**src/hdl/rp_pkg.sv**
```systemverilog
package rp_pkg;

  ////////////////////////////////////////////////////////////
  // word width
  ////////////////////////////////////////////////////////////

  localparam int unsigned XW = 32;

  ////////////////////////////////////////////////////////////
  // major opcodes
  ////////////////////////////////////////////////////////////

  localparam logic [6:0] OPC_OP     = 7'b0110011;
  localparam logic [6:0] OPC_IMM    = 7'b0010011;
  localparam logic [6:0] OPC_LUI    = 7'b0110111;
  localparam logic [6:0] OPC_AUIPC  = 7'b0010111;
  localparam logic [6:0] OPC_JAL    = 7'b1101111;
  localparam logic [6:0] OPC_JALR   = 7'b1100111;
  localparam logic [6:0] OPC_BRANCH = 7'b1100011;
  localparam logic [6:0] OPC_LOAD   = 7'b0000011;
  localparam logic [6:0] OPC_STORE  = 7'b0100011;

  ////////////////////////////////////////////////////////////
  // alu operations, low 3 bits follow func3
  ////////////////////////////////////////////////////////////

  localparam logic [3:0] AO_ADD  = 4'b0000;
  localparam logic [3:0] AO_SUB  = 4'b1000;
  localparam logic [3:0] AO_SLL  = 4'b0001;
  localparam logic [3:0] AO_SLT  = 4'b0010;
  localparam logic [3:0] AO_SLTU = 4'b0011;
  localparam logic [3:0] AO_XOR  = 4'b0100;
  localparam logic [3:0] AO_SRL  = 4'b0101;
  localparam logic [3:0] AO_SRA  = 4'b1101;
  localparam logic [3:0] AO_OR   = 4'b0110;
  localparam logic [3:0] AO_AND  = 4'b0111;

  // branch conditions
  localparam logic [2:0] BR_NONE = 3'b000;
  localparam logic [2:0] BR_EQ   = 3'b001;
  localparam logic [2:0] BR_NE   = 3'b010;
  localparam logic [2:0] BR_LT   = 3'b011;
  localparam logic [2:0] BR_GE   = 3'b100;
  localparam logic [2:0] BR_LTU  = 3'b101;
  localparam logic [2:0] BR_GEU  = 3'b110;
  localparam logic [2:0] BR_JMP  = 3'b111;

  // operand selects
  localparam logic A1_RS1 = 1'b0;
  localparam logic A1_PC  = 1'b1;
  localparam logic A2_RS2 = 1'b0;
  localparam logic A2_IMM = 1'b1;

  // write-back source
  localparam logic [1:0] WB_ALU = 2'd0;
  localparam logic [1:0] WB_PC4 = 2'd1;
  localparam logic [1:0] WB_MEM = 2'd2;

  ////////////////////////////////////////////////////////////
  // instruction word, one view per format
  ////////////////////////////////////////////////////////////

  typedef union packed {
    struct packed {
      logic [6:0] func7;
      logic [4:0] rs2;
      logic [4:0] rs1;
      logic [2:0] func3;
      logic [4:0] rd;
      logic [6:0] opcode;
    } r;
    struct packed {
      logic [11:0] imm_11_0;
      logic [4:0]  rs1;
      logic [2:0]  func3;
      logic [4:0]  rd;
      logic [6:0]  opcode;
    } i;
    struct packed {
      logic [6:0] imm_11_5;
      logic [4:0] rs2;
      logic [4:0] rs1;
      logic [2:0] func3;
      logic [4:0] imm_4_0;
      logic [6:0] opcode;
    } s;
    struct packed {
      logic       imm_12;
      logic [5:0] imm_10_5;
      logic [4:0] rs2;
      logic [4:0] rs1;
      logic [2:0] func3;
      logic [3:0] imm_4_1;
      logic       imm_11;
      logic [6:0] opcode;
    } b;
    struct packed {
      logic [19:0] imm_31_12;
      logic [4:0]  rd;
      logic [6:0]  opcode;
    } u;
    struct packed {
      logic       imm_20;
      logic [9:0] imm_10_1;
      logic       imm_11;
      logic [7:0] imm_19_12;
      logic [4:0] rd;
      logic [6:0] opcode;
    } j;
  } frm32_t;

endpackage
```
**src/hdl/rp_ctl_if.sv**
```systemverilog
`timescale 1ns/100ps

interface rp_ctl_if;

  // execute controls
  logic [3:0]             ao;
  logic [2:0]             br;
  logic                   a1;
  logic                   a2;
  logic [rp_pkg::XW-1:0]  imm;

  // write-back and memory controls
  logic                   wbe;
  logic [1:0]             wb;
  logic                   ld;
  logic                   st;

  // decoder side
  modport dec (
    output ao, br, a1, a2, imm, wbe, wb, ld, st
  );

  // datapath side
  modport exe (
    input  ao, br, a1, a2, imm, wbe, wb, ld, st
  );

endinterface

```
**src/hdl/rp32_core.sv**
```systemverilog
`timescale 1ns/100ps

module rp32_core #(
  parameter int unsigned RVE = 0,
  parameter logic [31:0] PC0 = 32'h0000_0000
)(
  input  logic                    clk,
  input  logic                    rst,
  // program bus
  output logic                    bup_req,
  output logic [rp_pkg::XW-1:0]   bup_adr,
  input  logic [rp_pkg::XW-1:0]   bup_rdt,
  input  logic                    bup_ack,
  // data bus
  output logic                    bud_req,
  output logic                    bud_wen,
  output logic [rp_pkg::XW/8-1:0] bud_sel,
  output logic [rp_pkg::XW-1:0]   bud_adr,
  output logic [rp_pkg::XW-1:0]   bud_wdt,
  input  logic [rp_pkg::XW-1:0]   bud_rdt,
  input  logic                    bud_ack
);

  // rv32e has 16 registers
  localparam int unsigned AW = (RVE != 0) ? 4 : 5;

  ////////////////////////////////////////////////////////////
  // local signals
  ////////////////////////////////////////////////////////////

  // fetch
  logic [rp_pkg::XW-1:0] pc;
  logic [rp_pkg::XW-1:0] pc4;
  logic [rp_pkg::XW-1:0] pcn;
  logic                  tkn;
  logic                  stall;

  // decode
  rp_pkg::frm32_t        inst;
  logic                  jalr;
  logic [AW-1:0]         rs1_adr;

  // register file
  logic                  gpr_wen;
  logic [rp_pkg::XW-1:0] gpr_rs1;
  logic [rp_pkg::XW-1:0] gpr_rs2;
  logic [rp_pkg::XW-1:0] gpr_rd;

  // alu
  logic [rp_pkg::XW-1:0] alu_rs1;
  logic [rp_pkg::XW-1:0] alu_rs2;
  logic [rp_pkg::XW-1:0] alu_rd;
  logic [rp_pkg::XW-1:0] alu_sum;

  rp_ctl_if ctl_if ();

  ////////////////////////////////////////////////////////////
  // fetch and program counter
  ////////////////////////////////////////////////////////////

  // request rises on first clock after reset
  always_ff @(posedge clk or posedge rst) begin
    if (rst) begin
      bup_req <= 1'b0;
    end else begin
      bup_req <= 1'b1;
    end
  end

  // hold pc while fetch or data access waits
  assign stall = ~bup_ack | ((ctl_if.ld | ctl_if.st) & ~bud_ack);

  always_ff @(posedge clk or posedge rst) begin
    if (rst) begin
      pc <= PC0;
    end else if (!stall) begin
      pc <= pcn;
    end
  end

  assign bup_adr = pc;
  assign pc4     = pc + 32'd4;

  // jalr target drops bit 0
  assign jalr = (inst.i.opcode == rp_pkg::OPC_JALR);
  assign pcn  = tkn ? (jalr ? {alu_sum[rp_pkg::XW-1:1], 1'b0} : alu_sum) : pc4;

  ////////////////////////////////////////////////////////////
  // decode and registers
  ////////////////////////////////////////////////////////////

  assign inst = bup_rdt;

  rp_dec dec (
    .inst  (inst),
    .valid (bup_ack),
    .ctl   (ctl_if.dec)
  );

  // lui field overlaps rs1, point it at x0
  assign rs1_adr = (inst.u.opcode == rp_pkg::OPC_LUI) ? '0 : inst.r.rs1[AW-1:0];

  // retire only when nothing waits
  assign gpr_wen = ctl_if.wbe & ~stall;

  rp_gpr #(
    .AW (AW)
  ) gpr (
    .clk   (clk),
    .rst   (rst),
    .wen   (gpr_wen),
    .a_rs1 (rs1_adr),
    .a_rs2 (inst.r.rs2[AW-1:0]),
    .a_rd  (inst.r.rd[AW-1:0]),
    .d_rd  (gpr_rd),
    .d_rs1 (gpr_rs1),
    .d_rs2 (gpr_rs2)
  );

  ////////////////////////////////////////////////////////////
  // execute
  ////////////////////////////////////////////////////////////

  // operand muxes
  assign alu_rs1 = (ctl_if.a1 == rp_pkg::A1_PC)  ? pc         : gpr_rs1;
  assign alu_rs2 = (ctl_if.a2 == rp_pkg::A2_IMM) ? ctl_if.imm : gpr_rs2;

  rp_alu alu (
    .ao  (ctl_if.ao),
    .rs1 (alu_rs1),
    .rs2 (alu_rs2),
    .rd  (alu_rd),
    .sum (alu_sum)
  );

  // compare always on register values
  rp_br br (
    .br  (ctl_if.br),
    .rs1 (gpr_rs1),
    .rs2 (gpr_rs2),
    .tkn (tkn)
  );

  ////////////////////////////////////////////////////////////
  // load/store and write-back
  ////////////////////////////////////////////////////////////

  // word accesses only
  assign bud_req = ctl_if.ld | ctl_if.st;
  assign bud_wen = ctl_if.st;
  assign bud_sel = '1;
  assign bud_adr = alu_sum;
  assign bud_wdt = gpr_rs2;

  always_comb begin
    case (ctl_if.wb)
      rp_pkg::WB_PC4: gpr_rd = pc4;
      rp_pkg::WB_MEM: gpr_rd = bud_rdt;
      default:        gpr_rd = alu_rd;
    endcase
  end

endmodule

```
**src/hdl/rp_br.sv**
```systemverilog
`timescale 1ns/100ps

module rp_br (
  input  logic [2:0]            br,
  input  logic [rp_pkg::XW-1:0] rs1,
  input  logic [rp_pkg::XW-1:0] rs2,
  output logic                  tkn
);

  always_comb begin
    case (br)
      rp_pkg::BR_EQ:  tkn = (rs1 == rs2);
      rp_pkg::BR_NE:  tkn = (rs1 != rs2);
      // signed compares
      rp_pkg::BR_LT:  tkn = ($signed(rs1) <  $signed(rs2));
      rp_pkg::BR_GE:  tkn = ($signed(rs1) >= $signed(rs2));
      // unsigned compares
      rp_pkg::BR_LTU: tkn = (rs1 <  rs2);
      rp_pkg::BR_GEU: tkn = (rs1 >= rs2);
      rp_pkg::BR_JMP: tkn = 1'b1;
      default:        tkn = 1'b0;
    endcase
  end

endmodule

```
**src/hdl/rp_alu.sv**
```systemverilog
`timescale 1ns/100ps

module rp_alu (
  input  logic [3:0]            ao,
  input  logic [rp_pkg::XW-1:0] rs1,
  input  logic [rp_pkg::XW-1:0] rs2,
  output logic [rp_pkg::XW-1:0] rd,
  output logic [rp_pkg::XW-1:0] sum
);

  // shift amount
  logic [4:0] sh;

  assign sh = rs2[4:0];

  // address adder, independent of ao
  assign sum = rs1 + rs2;

  always_comb begin
    case (ao)
      rp_pkg::AO_ADD:  rd = sum;
      rp_pkg::AO_SUB:  rd = rs1 - rs2;
      rp_pkg::AO_SLL:  rd = rs1 << sh;
      rp_pkg::AO_SLT:  rd = {{(rp_pkg::XW-1){1'b0}}, $signed(rs1) < $signed(rs2)};
      rp_pkg::AO_SLTU: rd = {{(rp_pkg::XW-1){1'b0}}, rs1 < rs2};
      rp_pkg::AO_XOR:  rd = rs1 ^ rs2;
      rp_pkg::AO_SRL:  rd = rs1 >> sh;
      rp_pkg::AO_SRA:  rd = $unsigned($signed(rs1) >>> sh);
      rp_pkg::AO_OR:   rd = rs1 | rs2;
      rp_pkg::AO_AND:  rd = rs1 & rs2;
      default:         rd = sum;
    endcase
  end

endmodule

```
**src/hdl/rp_gpr.sv**
```systemverilog
`timescale 1ns/100ps

module rp_gpr #(
  parameter int unsigned AW = 5
)(
  input  logic                  clk,
  input  logic                  rst,
  input  logic                  wen,
  input  logic [AW-1:0]         a_rs1,
  input  logic [AW-1:0]         a_rs2,
  input  logic [AW-1:0]         a_rd,
  input  logic [rp_pkg::XW-1:0] d_rd,
  output logic [rp_pkg::XW-1:0] d_rs1,
  output logic [rp_pkg::XW-1:0] d_rs2
);

  // register array
  logic [rp_pkg::XW-1:0] gpr [2**AW];

  // write port, x0 never written
  always_ff @(posedge clk or posedge rst) begin
    if (rst) begin
      for (int i = 0; i < 2**AW; i++) begin
        gpr[i] <= '0;
      end
    end else if (wen && (a_rd != '0)) begin
      gpr[a_rd] <= d_rd;
    end
  end

  // async read ports
  assign d_rs1 = (a_rs1 == '0) ? '0 : gpr[a_rs1];
  assign d_rs2 = (a_rs2 == '0) ? '0 : gpr[a_rs2];

endmodule

```
**src/hdl/rp_dec.sv**
```systemverilog
`timescale 1ns/100ps

module rp_dec (
  input  rp_pkg::frm32_t inst,
  input  logic           valid,
  rp_ctl_if.dec          ctl
);

  // alu code from func3, alt is instruction bit 30
  function automatic logic [3:0] alu_op(
    input logic [2:0] f3,
    input logic       alt,
    input logic       sub_ok
  );
    logic [3:0] op;
    case (f3)
      3'b000: op = (alt && sub_ok) ? rp_pkg::AO_SUB : rp_pkg::AO_ADD;
      3'b001: op = rp_pkg::AO_SLL;
      3'b010: op = rp_pkg::AO_SLT;
      3'b011: op = rp_pkg::AO_SLTU;
      3'b100: op = rp_pkg::AO_XOR;
      3'b101: op = alt ? rp_pkg::AO_SRA : rp_pkg::AO_SRL;
      3'b110: op = rp_pkg::AO_OR;
      default: op = rp_pkg::AO_AND;
    endcase
    return op;
  endfunction

  ////////////////////////////////////////////////////////////
  // control decode
  ////////////////////////////////////////////////////////////

  always_comb begin
    // defaults give a no-op
    ctl.ao  = rp_pkg::AO_ADD;
    ctl.br  = rp_pkg::BR_NONE;
    ctl.a1  = rp_pkg::A1_RS1;
    ctl.a2  = rp_pkg::A2_RS2;
    ctl.imm = '0;
    ctl.wbe = 1'b0;
    ctl.wb  = rp_pkg::WB_ALU;
    ctl.ld  = 1'b0;
    ctl.st  = 1'b0;
    case (inst.r.opcode)
      rp_pkg::OPC_OP: begin
        ctl.ao  = alu_op(inst.r.func3, inst.r.func7[5], 1'b1);
        ctl.wbe = 1'b1;
      end
      rp_pkg::OPC_IMM: begin
        // bit 30 only matters for srai
        ctl.ao  = alu_op(inst.i.func3, inst.r.func7[5], 1'b0);
        ctl.a2  = rp_pkg::A2_IMM;
        ctl.imm = {{20{inst.i.imm_11_0[11]}}, inst.i.imm_11_0};
        ctl.wbe = 1'b1;
      end
      rp_pkg::OPC_LUI: begin
        // rs1 reads x0 here
        ctl.a2  = rp_pkg::A2_IMM;
        ctl.imm = {inst.u.imm_31_12, 12'h000};
        ctl.wbe = 1'b1;
      end
      rp_pkg::OPC_AUIPC: begin
        ctl.a1  = rp_pkg::A1_PC;
        ctl.a2  = rp_pkg::A2_IMM;
        ctl.imm = {inst.u.imm_31_12, 12'h000};
        ctl.wbe = 1'b1;
      end
      rp_pkg::OPC_JAL: begin
        ctl.br  = rp_pkg::BR_JMP;
        ctl.a1  = rp_pkg::A1_PC;
        ctl.a2  = rp_pkg::A2_IMM;
        ctl.imm = {{11{inst.j.imm_20}}, inst.j.imm_20, inst.j.imm_19_12,
                   inst.j.imm_11, inst.j.imm_10_1, 1'b0};
        ctl.wbe = 1'b1;
        ctl.wb  = rp_pkg::WB_PC4;
      end
      rp_pkg::OPC_JALR: begin
        ctl.br  = rp_pkg::BR_JMP;
        ctl.a2  = rp_pkg::A2_IMM;
        ctl.imm = {{20{inst.i.imm_11_0[11]}}, inst.i.imm_11_0};
        ctl.wbe = 1'b1;
        ctl.wb  = rp_pkg::WB_PC4;
      end
      rp_pkg::OPC_BRANCH: begin
        // target is pc + imm, compare on rs1/rs2
        ctl.a1  = rp_pkg::A1_PC;
        ctl.a2  = rp_pkg::A2_IMM;
        ctl.imm = {{19{inst.b.imm_12}}, inst.b.imm_12, inst.b.imm_11,
                   inst.b.imm_10_5, inst.b.imm_4_1, 1'b0};
        case (inst.b.func3)
          3'b000:  ctl.br = rp_pkg::BR_EQ;
          3'b001:  ctl.br = rp_pkg::BR_NE;
          3'b100:  ctl.br = rp_pkg::BR_LT;
          3'b101:  ctl.br = rp_pkg::BR_GE;
          3'b110:  ctl.br = rp_pkg::BR_LTU;
          3'b111:  ctl.br = rp_pkg::BR_GEU;
          default: ctl.br = rp_pkg::BR_NONE;
        endcase
      end
      rp_pkg::OPC_LOAD: begin
        // word only
        if (inst.i.func3 == 3'b010) begin
          ctl.a2  = rp_pkg::A2_IMM;
          ctl.imm = {{20{inst.i.imm_11_0[11]}}, inst.i.imm_11_0};
          ctl.ld  = 1'b1;
          ctl.wbe = 1'b1;
          ctl.wb  = rp_pkg::WB_MEM;
        end
      end
      rp_pkg::OPC_STORE: begin
        if (inst.s.func3 == 3'b010) begin
          ctl.a2  = rp_pkg::A2_IMM;
          ctl.imm = {{20{inst.s.imm_11_5[6]}}, inst.s.imm_11_5, inst.s.imm_4_0};
          ctl.st  = 1'b1;
        end
      end
      default: begin
        // fence, system and others fall through as no-op
      end
    endcase
    // no side effects without a fetched word
    if (!valid) begin
      ctl.wbe = 1'b0;
      ctl.ld  = 1'b0;
      ctl.st  = 1'b0;
    end
  end

endmodule

```
**config.mk**
```make
export PLATFORM = sky130hd
export DESIGN_NAME = rp32_core
export DESIGN_NICKNAME = d
export VERILOG_FILES = /design/src/hdl/rp_pkg.sv /design/src/hdl/rp_ctl_if.sv /design/src/hdl/rp32_core.sv /design/src/hdl/rp_br.sv /design/src/hdl/rp_alu.sv /design/src/hdl/rp_gpr.sv /design/src/hdl/rp_dec.sv
export SDC_FILE = /design/constraint.sdc
export NUM_CORES = 2
export LEC_CHECK = 0
export BUFFER_PORTS_ARGS = -buffer_cell sky130_fd_sc_hd__buf_4
export CAP_MARGIN = 20
export CELL_PAD_IN_SITES_DETAIL_PLACEMENT = 0
export CELL_PAD_IN_SITES_GLOBAL_PLACEMENT = 2
export CORE_MARGIN = 2
export CORE_UTILIZATION = 44
export DETAILED_ROUTE_END_ITERATION = 16
export PLACE_DENSITY = 0.83
export SYNTH_ARGS = -nofsm -noshare
export SYNTH_HDL_FRONTEND = slang
export SYNTH_SLANG_ARGS = --single-unit
```
**constraint.sdc**
```tcl
create_clock -name clk -period 52 [get_ports clk]
set_input_delay 5.2 -clock clk [delete_from_list [all_inputs] [get_ports clk]]
set_output_delay 5.2 -clock clk [all_outputs]
set_load 0.05 [all_outputs]
```
# [After elaboration in Yosys (flattened, before gate mapping)]
# Cells that the tools add are included.
[totals] register_bits=1057 input_bits=68 word_cells=152
[classes] add_sub_neg=3 order_cmp=10 eq_ne=36 shifts=3 muxes=40 bitwise_logic=13 n_reduce_logical=13
[op_table] cell="1024-bit bitwise mux" n=1
[op_table] cell="32-bit 2-to-1 mux" n=12
[op_table] cell="32-bit binary-select mux with 5-bit select" n=2
[op_table] cell="32-bit case mux with 9 select lines" n=1
[op_table] cell="32-bit case mux with 6 select lines" n=1
[op_table] cell="32-bit demux with 5-bit select" n=1
[op_table] cell="32-bit less-than comparator" n=4
[op_table] cell="32-bit >= comparator" n=2
[op_table] cell="32-bit case mux with 2 select lines" n=1
[op_table] cell="4-bit case mux with 7 select lines" n=2
[op_table] cell="32-bit by 3-bit adder with 32-bit output, second input constant" n=1
[op_table] cell="32-bit adder" n=1
[op_table] cell="32-bit AND" n=1
[op_table] cell="32-bit == test" n=1
[op_table] cell="32-bit inequality test" n=1
[op_table] cell="32-bit bitwise OR" n=1
[op_table] cell="32-bit by 5-bit left shift with 32-bit output" n=1
[op_table] cell="32-bit by 5-bit right shift with 32-bit output" n=1
[op_table] cell="32-bit by 5-bit >>> shifter with 32-bit output" n=1
[op_table] cell="32-bit subtractor" n=1
[op_table] cell="32-bit XOR" n=1
[op_table] cell="3-bit == test, second input constant" n=8
[op_table] cell="7-bit by 6-bit == test with 1-bit output, second input constant" n=3
[op_table] cell="7-bit == test, second input constant" n=3
[op_table] cell="other kinds (33)" n=66

# [Longest topological paths before layout]
[logic_depth] depth_word=12 depth_mapped=29 ltp_nobuf=21

# [Modules after synthesis]
# From an unflattened synthesis, not the netlist that was laid out.
[unflattened] cells_unflattened=5616 area_unflattened_um2=69394.1
[modules_own_cells] mod="rp_gpr" instances=1 cells_per_inst=3614 area_each_um2=54851.4 seq_area_each_um2=25624.6
[modules_own_cells] mod="rp_alu" instances=1 cells_per_inst=1306 area_each_um2=9033.7 seq_area_each_um2=0.0
[modules_own_cells] mod="rp32_core" instances=1 cells_per_inst=479 area_each_um2=3852.4 seq_area_each_um2=825.8
[modules_own_cells] mod="rp_br" instances=1 cells_per_inst=123 area_each_um2=900.9 seq_area_each_um2=0.0
[modules_own_cells] mod="rp_dec" instances=1 cells_per_inst=94 area_each_um2=755.7 seq_area_each_um2=0.0

# [Worst setup path after synthesis]
# Ideal clock, no wire load.
[synth_path] kind="input port to output port" startpoint="in bup_rdt[20] in the netlist's numbering" endpoint="out bud_adr[28] in the netlist's numbering" arrival_time_ns=11.516 required_time_ns=46.800 setup_slack_ns=35.284 path_stages=25 path_buffers=8 cell_sequence="buf_4 > buf_6 > buf_6 > buf_2 > clkbuf_1 > buf_2 > buf_1 > mux4_2 > mux4_2 > mux2i_1 > nor2_1 > inv_1 > o21ai_0 > ha_1 > clkbuf_1 > and3_1 > a31oi_1 > o21ai_0 > a41oi_1 > o31ai_1 > a2111o_1 > a211oi_1 > o21bai_1 > a21oi_1 > xnor2_1"
[synth_via] elab_chain_len=7 elab_cells_between_ends=10 cone_classes="add/sub (1); mux (7); bitwise (1); reduce/logical (1)"
[synth_lines] item="start, declared" line_no="rp32_core.sv:12" source="input logic [rp_pkg::XW-1:0] bup_rdt,"
[synth_lines] item="5-bit inverter with 6-bit output (implied by the code)" line_no="rp_gpr.sv:33" source="assign d_rs2 = (a_rs2 == '0) ? '0 : gpr[a_rs2];"
[synth_lines] item="32-bit binary-select mux with 5-bit select" line_no="rp_gpr.sv:33"
[synth_lines] item="32-bit 2-to-1 mux (implied by the code) (2 in a row)" line_no="rp_gpr.sv:33"
[synth_lines] item="32-bit 2-to-1 mux *" line_no="rp_gpr.sv:33"
[synth_lines] item="named net bud_wdt, one bit" line_no="rp32_core.sv:19" source="output logic [rp_pkg::XW-1:0] bud_wdt,"
[synth_lines] item="32-bit 2-to-1 mux *" line_no="rp32_core.sv:126" source="assign alu_rs2 = (ctl_if.a2 == rp_pkg::A2_IMM) ? ctl_if.imm : gpr_rs2;"
[synth_lines] item="32-bit adder *" line_no="rp_alu.sv:17" source="assign sum = rs1 + rs2;"
[synth_lines] item="end, declared" line_no="rp32_core.sv:18" source="output logic [rp_pkg::XW-1:0] bud_adr,"
# Mark *: on every way through the listed nets, which the timed path passes. The rest lies on a longest branch. The select of a mux whose other input is x is not followed.

# [Final worst setup path]
[layout_path] startpoint="in bup_rdt[21] in the netlist's numbering" endpoint="out bud_adr[28] in the netlist's numbering"
[layout_via] elab_chain_len=7 elab_cells_between_ends=10 cone_classes="add/sub (1); mux (7); bitwise (1); reduce/logical (1)"
[layout_lines] item="5-bit inverter with 6-bit output (implied by the code)" line_no="rp_gpr.sv:33"
[layout_lines] item="32-bit binary-select mux with 5-bit select" line_no="rp_gpr.sv:33"
[layout_lines] item="32-bit 2-to-1 mux (implied by the code) (2 in a row)" line_no="rp_gpr.sv:33"
[layout_lines] item="32-bit 2-to-1 mux" line_no="rp_gpr.sv:33"
[layout_lines] item="32-bit 2-to-1 mux *" line_no="rp32_core.sv:126"
[layout_lines] item="32-bit adder *" line_no="rp_alu.sv:17"
# Every way passes the cells marked *; elsewhere a longest branch is shown, timed or not. The select of a mux whose other input is x is not followed.

==> flow_metrics.py <==
metrics = {
    "global_route": {
        "antenna_found_initial": 28,
        "track_usage_pct": 45.42,
        "gr-total-overflow": 0,
        "grt_pass1_wl_um": 514100,
        "grt_pass1_vias": 62100,
        "grt_max_degree": 172,
    },
    "floorplan": {
        "initial_core_util_pct": 44.32,
        "core_um2": 156400,
        "dieArea_um2": 160700,
        "io_pins": 171,
        "die_width_um": 400.9,
        "die_y_um": 400.9,
        "rows": 145,
    },
    "clocking": {
        "ctsLongestPathBuffers": 3,
        "cts.sinks": 1057,
        "clkTransAtPathRegs_ns": 0.07,
        "h-tree-depth": 3,
        "cts_setup_buffers": 0,
        "worstSkewPairLatency_ns": 0.81,
        "cts_resized": 0,
        "hold_buffers": 0,
        "cts_tree": "built",
        "cts-root-buf": "clkbuf_16",
        "cts-buffers-inserted": 116,
    },
    "logic_synthesis": {
        "avgSynthCellArea_um2": 9.291,
        "synth.distinct_cells": 114,
        "synth_warnings": 0,
        "ys_ff_latch": 1057,
        "synthArstFlopShare_pct": 100.0,
        "syn_inst": 7460,
        "synthesis.area_um2": 69310,
        "synth-edff-count": 0,
        "synthFlopType": "dfrtp_1",
        "yosysSeqAreaShare_pct": 38.16,
    },
    "timing": {
        "setup_viol": 0,
        "fin_worst_skew_ns": 0.09111,
        "setup_tns_ns": 0,
        "drv_slew": 0,
        "fin_ws_ns": 32.47,
        "hold_viol_final": 0,
        "worst_slew_pin_slew_ns": 1.478,
        "rsz0062_at_grt": "false",
        "min_period_ns": 19.53,
        "fmaxAchievable_mhz": 51.20,
        "slew_headroom_pct": 1.486,
        "fin_crit_sh_pct": 37.56,
    },
    "hold_path": {
        "min_path_type": "flip-flop to flip-flop",
    },
    "detailed_routing": {
        "drc": 0,
        "dr.pass1.iters": 6,
        "wl_um": 372500,
        "vias": 66080,
        "vias_per_cell": 6.985,
        "drtIter0Drc": 9776,
        "wl_per_cell_um": 39.37,
        "antenna_left": 0,
    },
    "setup_path": {
        "cp_data_arrival_time_ns": 14.33,
        "cp.required_ns": 46.80,
        "critPathKind": "primary input to output port",
        "worstPathMaxFanout": 55,
        "start_kind": "primary input",
        "cp-end-kind": "output port",
    },
    "finish": {
        "nFillCells": 14740,
        "postLayoutCoreUtil_pct": 49.06,
        "layout.nets": 7489,
        "area.growth.synth_to_final_pct": 10.69,
        "seqCellArea_um2": 26450,
        "drive_above_1_share_pct": 17.24,
        "multi_input_area_um2": 39250,
    },
    "placed_design": {
        "gp_congestion": 1.078,
        "io_buffers": 166,
        "pre_cts_slack_ns": 32.79,
        "dp_hpwl_um": 259000,
    },
    "status": {
        "status": "finished clean",
    },
    "run": {
        "maxCapViolations": 0,
    },
    "power": {
        "p_leak_nw": 31.90,
        "peakVddDrop_mv": 0.02770,
        "powerDensity_nw_per_um2": 29.91,
    },
}
cell type report:
type	count	share of cell area [%]
multi-input combinational	5451	51.17
sequential	1057	34.48
timing repair buffer	459	4.718
clock buffer	171	4.472
tap	2058	3.356
inverter	202	1.001
clock inverter	46	0.7535
antenna	17	0.05545
power breakdown:
| group | internal (mW) | switching (mW) | leakage [nW] | total (mW) |
|---|---|---|---|---|
| Combinational | 0.141 | 0.395 | 15.3 | 0.536 |
| Sequential | 0.844 | 0.0383 | 14.6 | 0.882 |
| Clock | 0.498 | 0.379 | 1.96 | 0.877 |
| Total | 1.48 | 0.812 | 31.9 | 2.29 |
logic make-up (layout without fill, tap and decap cells):
| family | after synthesis | after routing | synth area share [%] |
|---|---|---|---|
| AOI/OAI and AO/OA | 2402 | 2402 | 22.49 |
| and+or+nand+nor | 2139 | 2139 | 13.40 |
| buffers and inverters | 956 | 878 | 6.089 |
| muxes | 709 | 709 | 16.63 |
| other | 1 | 22 | 0.005410 |
| xor gates and xnor gates | 62 | 62 | 0.7835 |
| DFF | 1057 | 1057 | 38.16 |
| adders and majority gates | 134 | 134 | 2.441 |
per-stage QoR:
step           power (mW)  instance area [um2]  hold WS, ns  instances
3_3_place_gp        1.407                72480       0.3604       9213
4_1_cts             2.274                76550       0.3775       9435
3_5_place_dp        1.406                72540       0.3635       9218
2_1_floorplan       1.182                69330       0.4246       7464
5_1_grt             2.342                76680       0.3825       9448
6_report            2.295                76720       0.3772       9461
cell usage after synthesis, drive strengths merged, types with 19 or more instances:
| library cell | count | area (um2) |
|---|---|---|
| nand2 | 1129 | 4243 |
| dfrtp | 1057 | 26450 |
| o21ai | 801 | 4028 |
| nor2 | 495 | 1861 |
| clkbuf | 470 | 1765 |
| a21oi | 444 | 2237 |
| mux4 | 347 | 7815 |
| o31ai | 306 | 2461 |
| mux2i | 294 | 2943 |
| buf | 284 | 1694 |
| inv | 201 | 757.0 |
| ha | 132 | 1652 |
| o22ai | 117 | 732.0 |
| nand3 | 113 | 570.6 |
| nor3 | 108 | 566.8 |
| a221oi | 107 | 949.7 |
| a211oi | 100 | 755.7 |
| mux2 | 68 | 765.7 |
| a22oi | 65 | 498.0 |
| a31oi | 46 | 306.6 |
| o211ai | 45 | 337.8 |
| xnor2 | 43 | 376.6 |
| nor4 | 39 | 269.0 |
| nand4 | 38 | 237.7 |
| a21o | 33 | 247.7 |
| and2 | 30 | 187.7 |
| o221ai | 30 | 262.8 |
| and3 | 28 | 175.2 |
| nor2b | 27 | 168.9 |
| o21bai | 24 | 180.2 |
| a22o | 23 | 201.4 |
| a221o | 22 | 220.2 |
| o311ai | 22 | 192.7 |
| nand2b | 20 | 125.1 |
| o2111ai | 20 | 175.2 |
| a2bb2oi | 19 | 166.4 |
| o21a | 19 | 142.6 |
| o32ai | 19 | 173.9 |
| or2 | 19 | 118.9 |
| xor2 | 19 | 166.4 |
per-layer routing:
metal  share of wire [%]  vias up  GRT usage, %
met1                  39    32990         61.24
met3                  12     1092         14.41
met4                 7.6       14         28.63
met2                  40     4625         62.98
li1                    -    27360             -
met5               0.023        -             0
critical path: stages:
cell and delay, ns:
buf_8 0.30, buf_4 0.79, buf_4 0.75, buf_4 0.83
buf_4 0.72, mux4_2 0.43, mux4_2 0.49, mux2i_1 0.29
nor2_1 0.11, inv_1 0.14, o21ai_0 0.12, ha_1 0.42
and3_1 0.30, a31oi_1 0.18, o21ai_0 0.11, a41oi_1 0.43
o31ai_1 0.27, buf_4 0.22, a2111o_1 0.40, a211oi_1 0.50
o21bai_1 0.15, a21oi_1 0.20, xnor2_1 0.32, buf_4 0.31
path summary, 6_finish.rpt:
| kind | depth (start not counted) | to | slack, ns | startpoint |
|---|---|---|---|---|
| max | 24 | bud_adr[28] | 32.47 | bup_rdt[21] |
| min | 0 | gpr.gpr[1012] | 0.38 | gpr.gpr[1012] |
| max reg2reg | 21 | gpr.gpr[351] | 43.86 | gpr.gpr[100] |
| min reg2reg | 0 | gpr.gpr[1012] | 0.38 | gpr.gpr[1012] |
| max in group asynchronous | 5 | bup_adr[31] | 44.06 | rst |
| min in group asynchronous | 2 | gpr.gpr[845] | 4.57 | rst |
flip-flops by register name, summed over array words and instances, names as in the netlist:
register,cells
bup_req,1
gpr.gpr,1024
bup_adr,32
cell usage in the layout, fill, tap and decap left out, types with 20 or more instances in the layout:
| master | instances |
|---|---|
| a22oi_1 | 63 |
| a221oi_1 | 104 |
| a211oi_1 | 96 |
| o21bai_1 | 23 |
| clkbuf_1 | 24 |
| clkbuf_8 | 32 |
| nor2b_1 | 22 |
| o22ai_1 | 115 |
| xnor2_1 | 43 |
| o21ai_1 | 328 |
| mux2_2 | 59 |
| nor2_1 | 488 |
| buf_4 | 440 |
| clkbuf_16 | 117 |
| mux4_2 | 347 |
| inv_1 | 192 |
| nand2b_1 | 20 |
| a21o_1 | 33 |
| nor4_1 | 32 |
| nand4_1 | 38 |
| o21ai_0 | 455 |
| nand2_1 | 1095 |
| a22o_1 | 23 |
| o2111ai_1 | 20 |
| nand2_2 | 34 |
| dfrtp_1 | 1057 |
| o31ai_2 | 30 |
| and2_1 | 28 |
| o221ai_1 | 26 |
| nand3_1 | 112 |
| a21oi_1 | 435 |
| o31ai_1 | 273 |
| mux2i_1 | 294 |
| clkinv_2 | 23 |
| a221o_1 | 22 |
| ha_1 | 131 |
| and3_1 | 27 |
| o211ai_1 | 45 |
| nor3_1 | 101 |
| a31oi_1 | 42 |
Note: power is estimated with default switching activity, not from simulation.
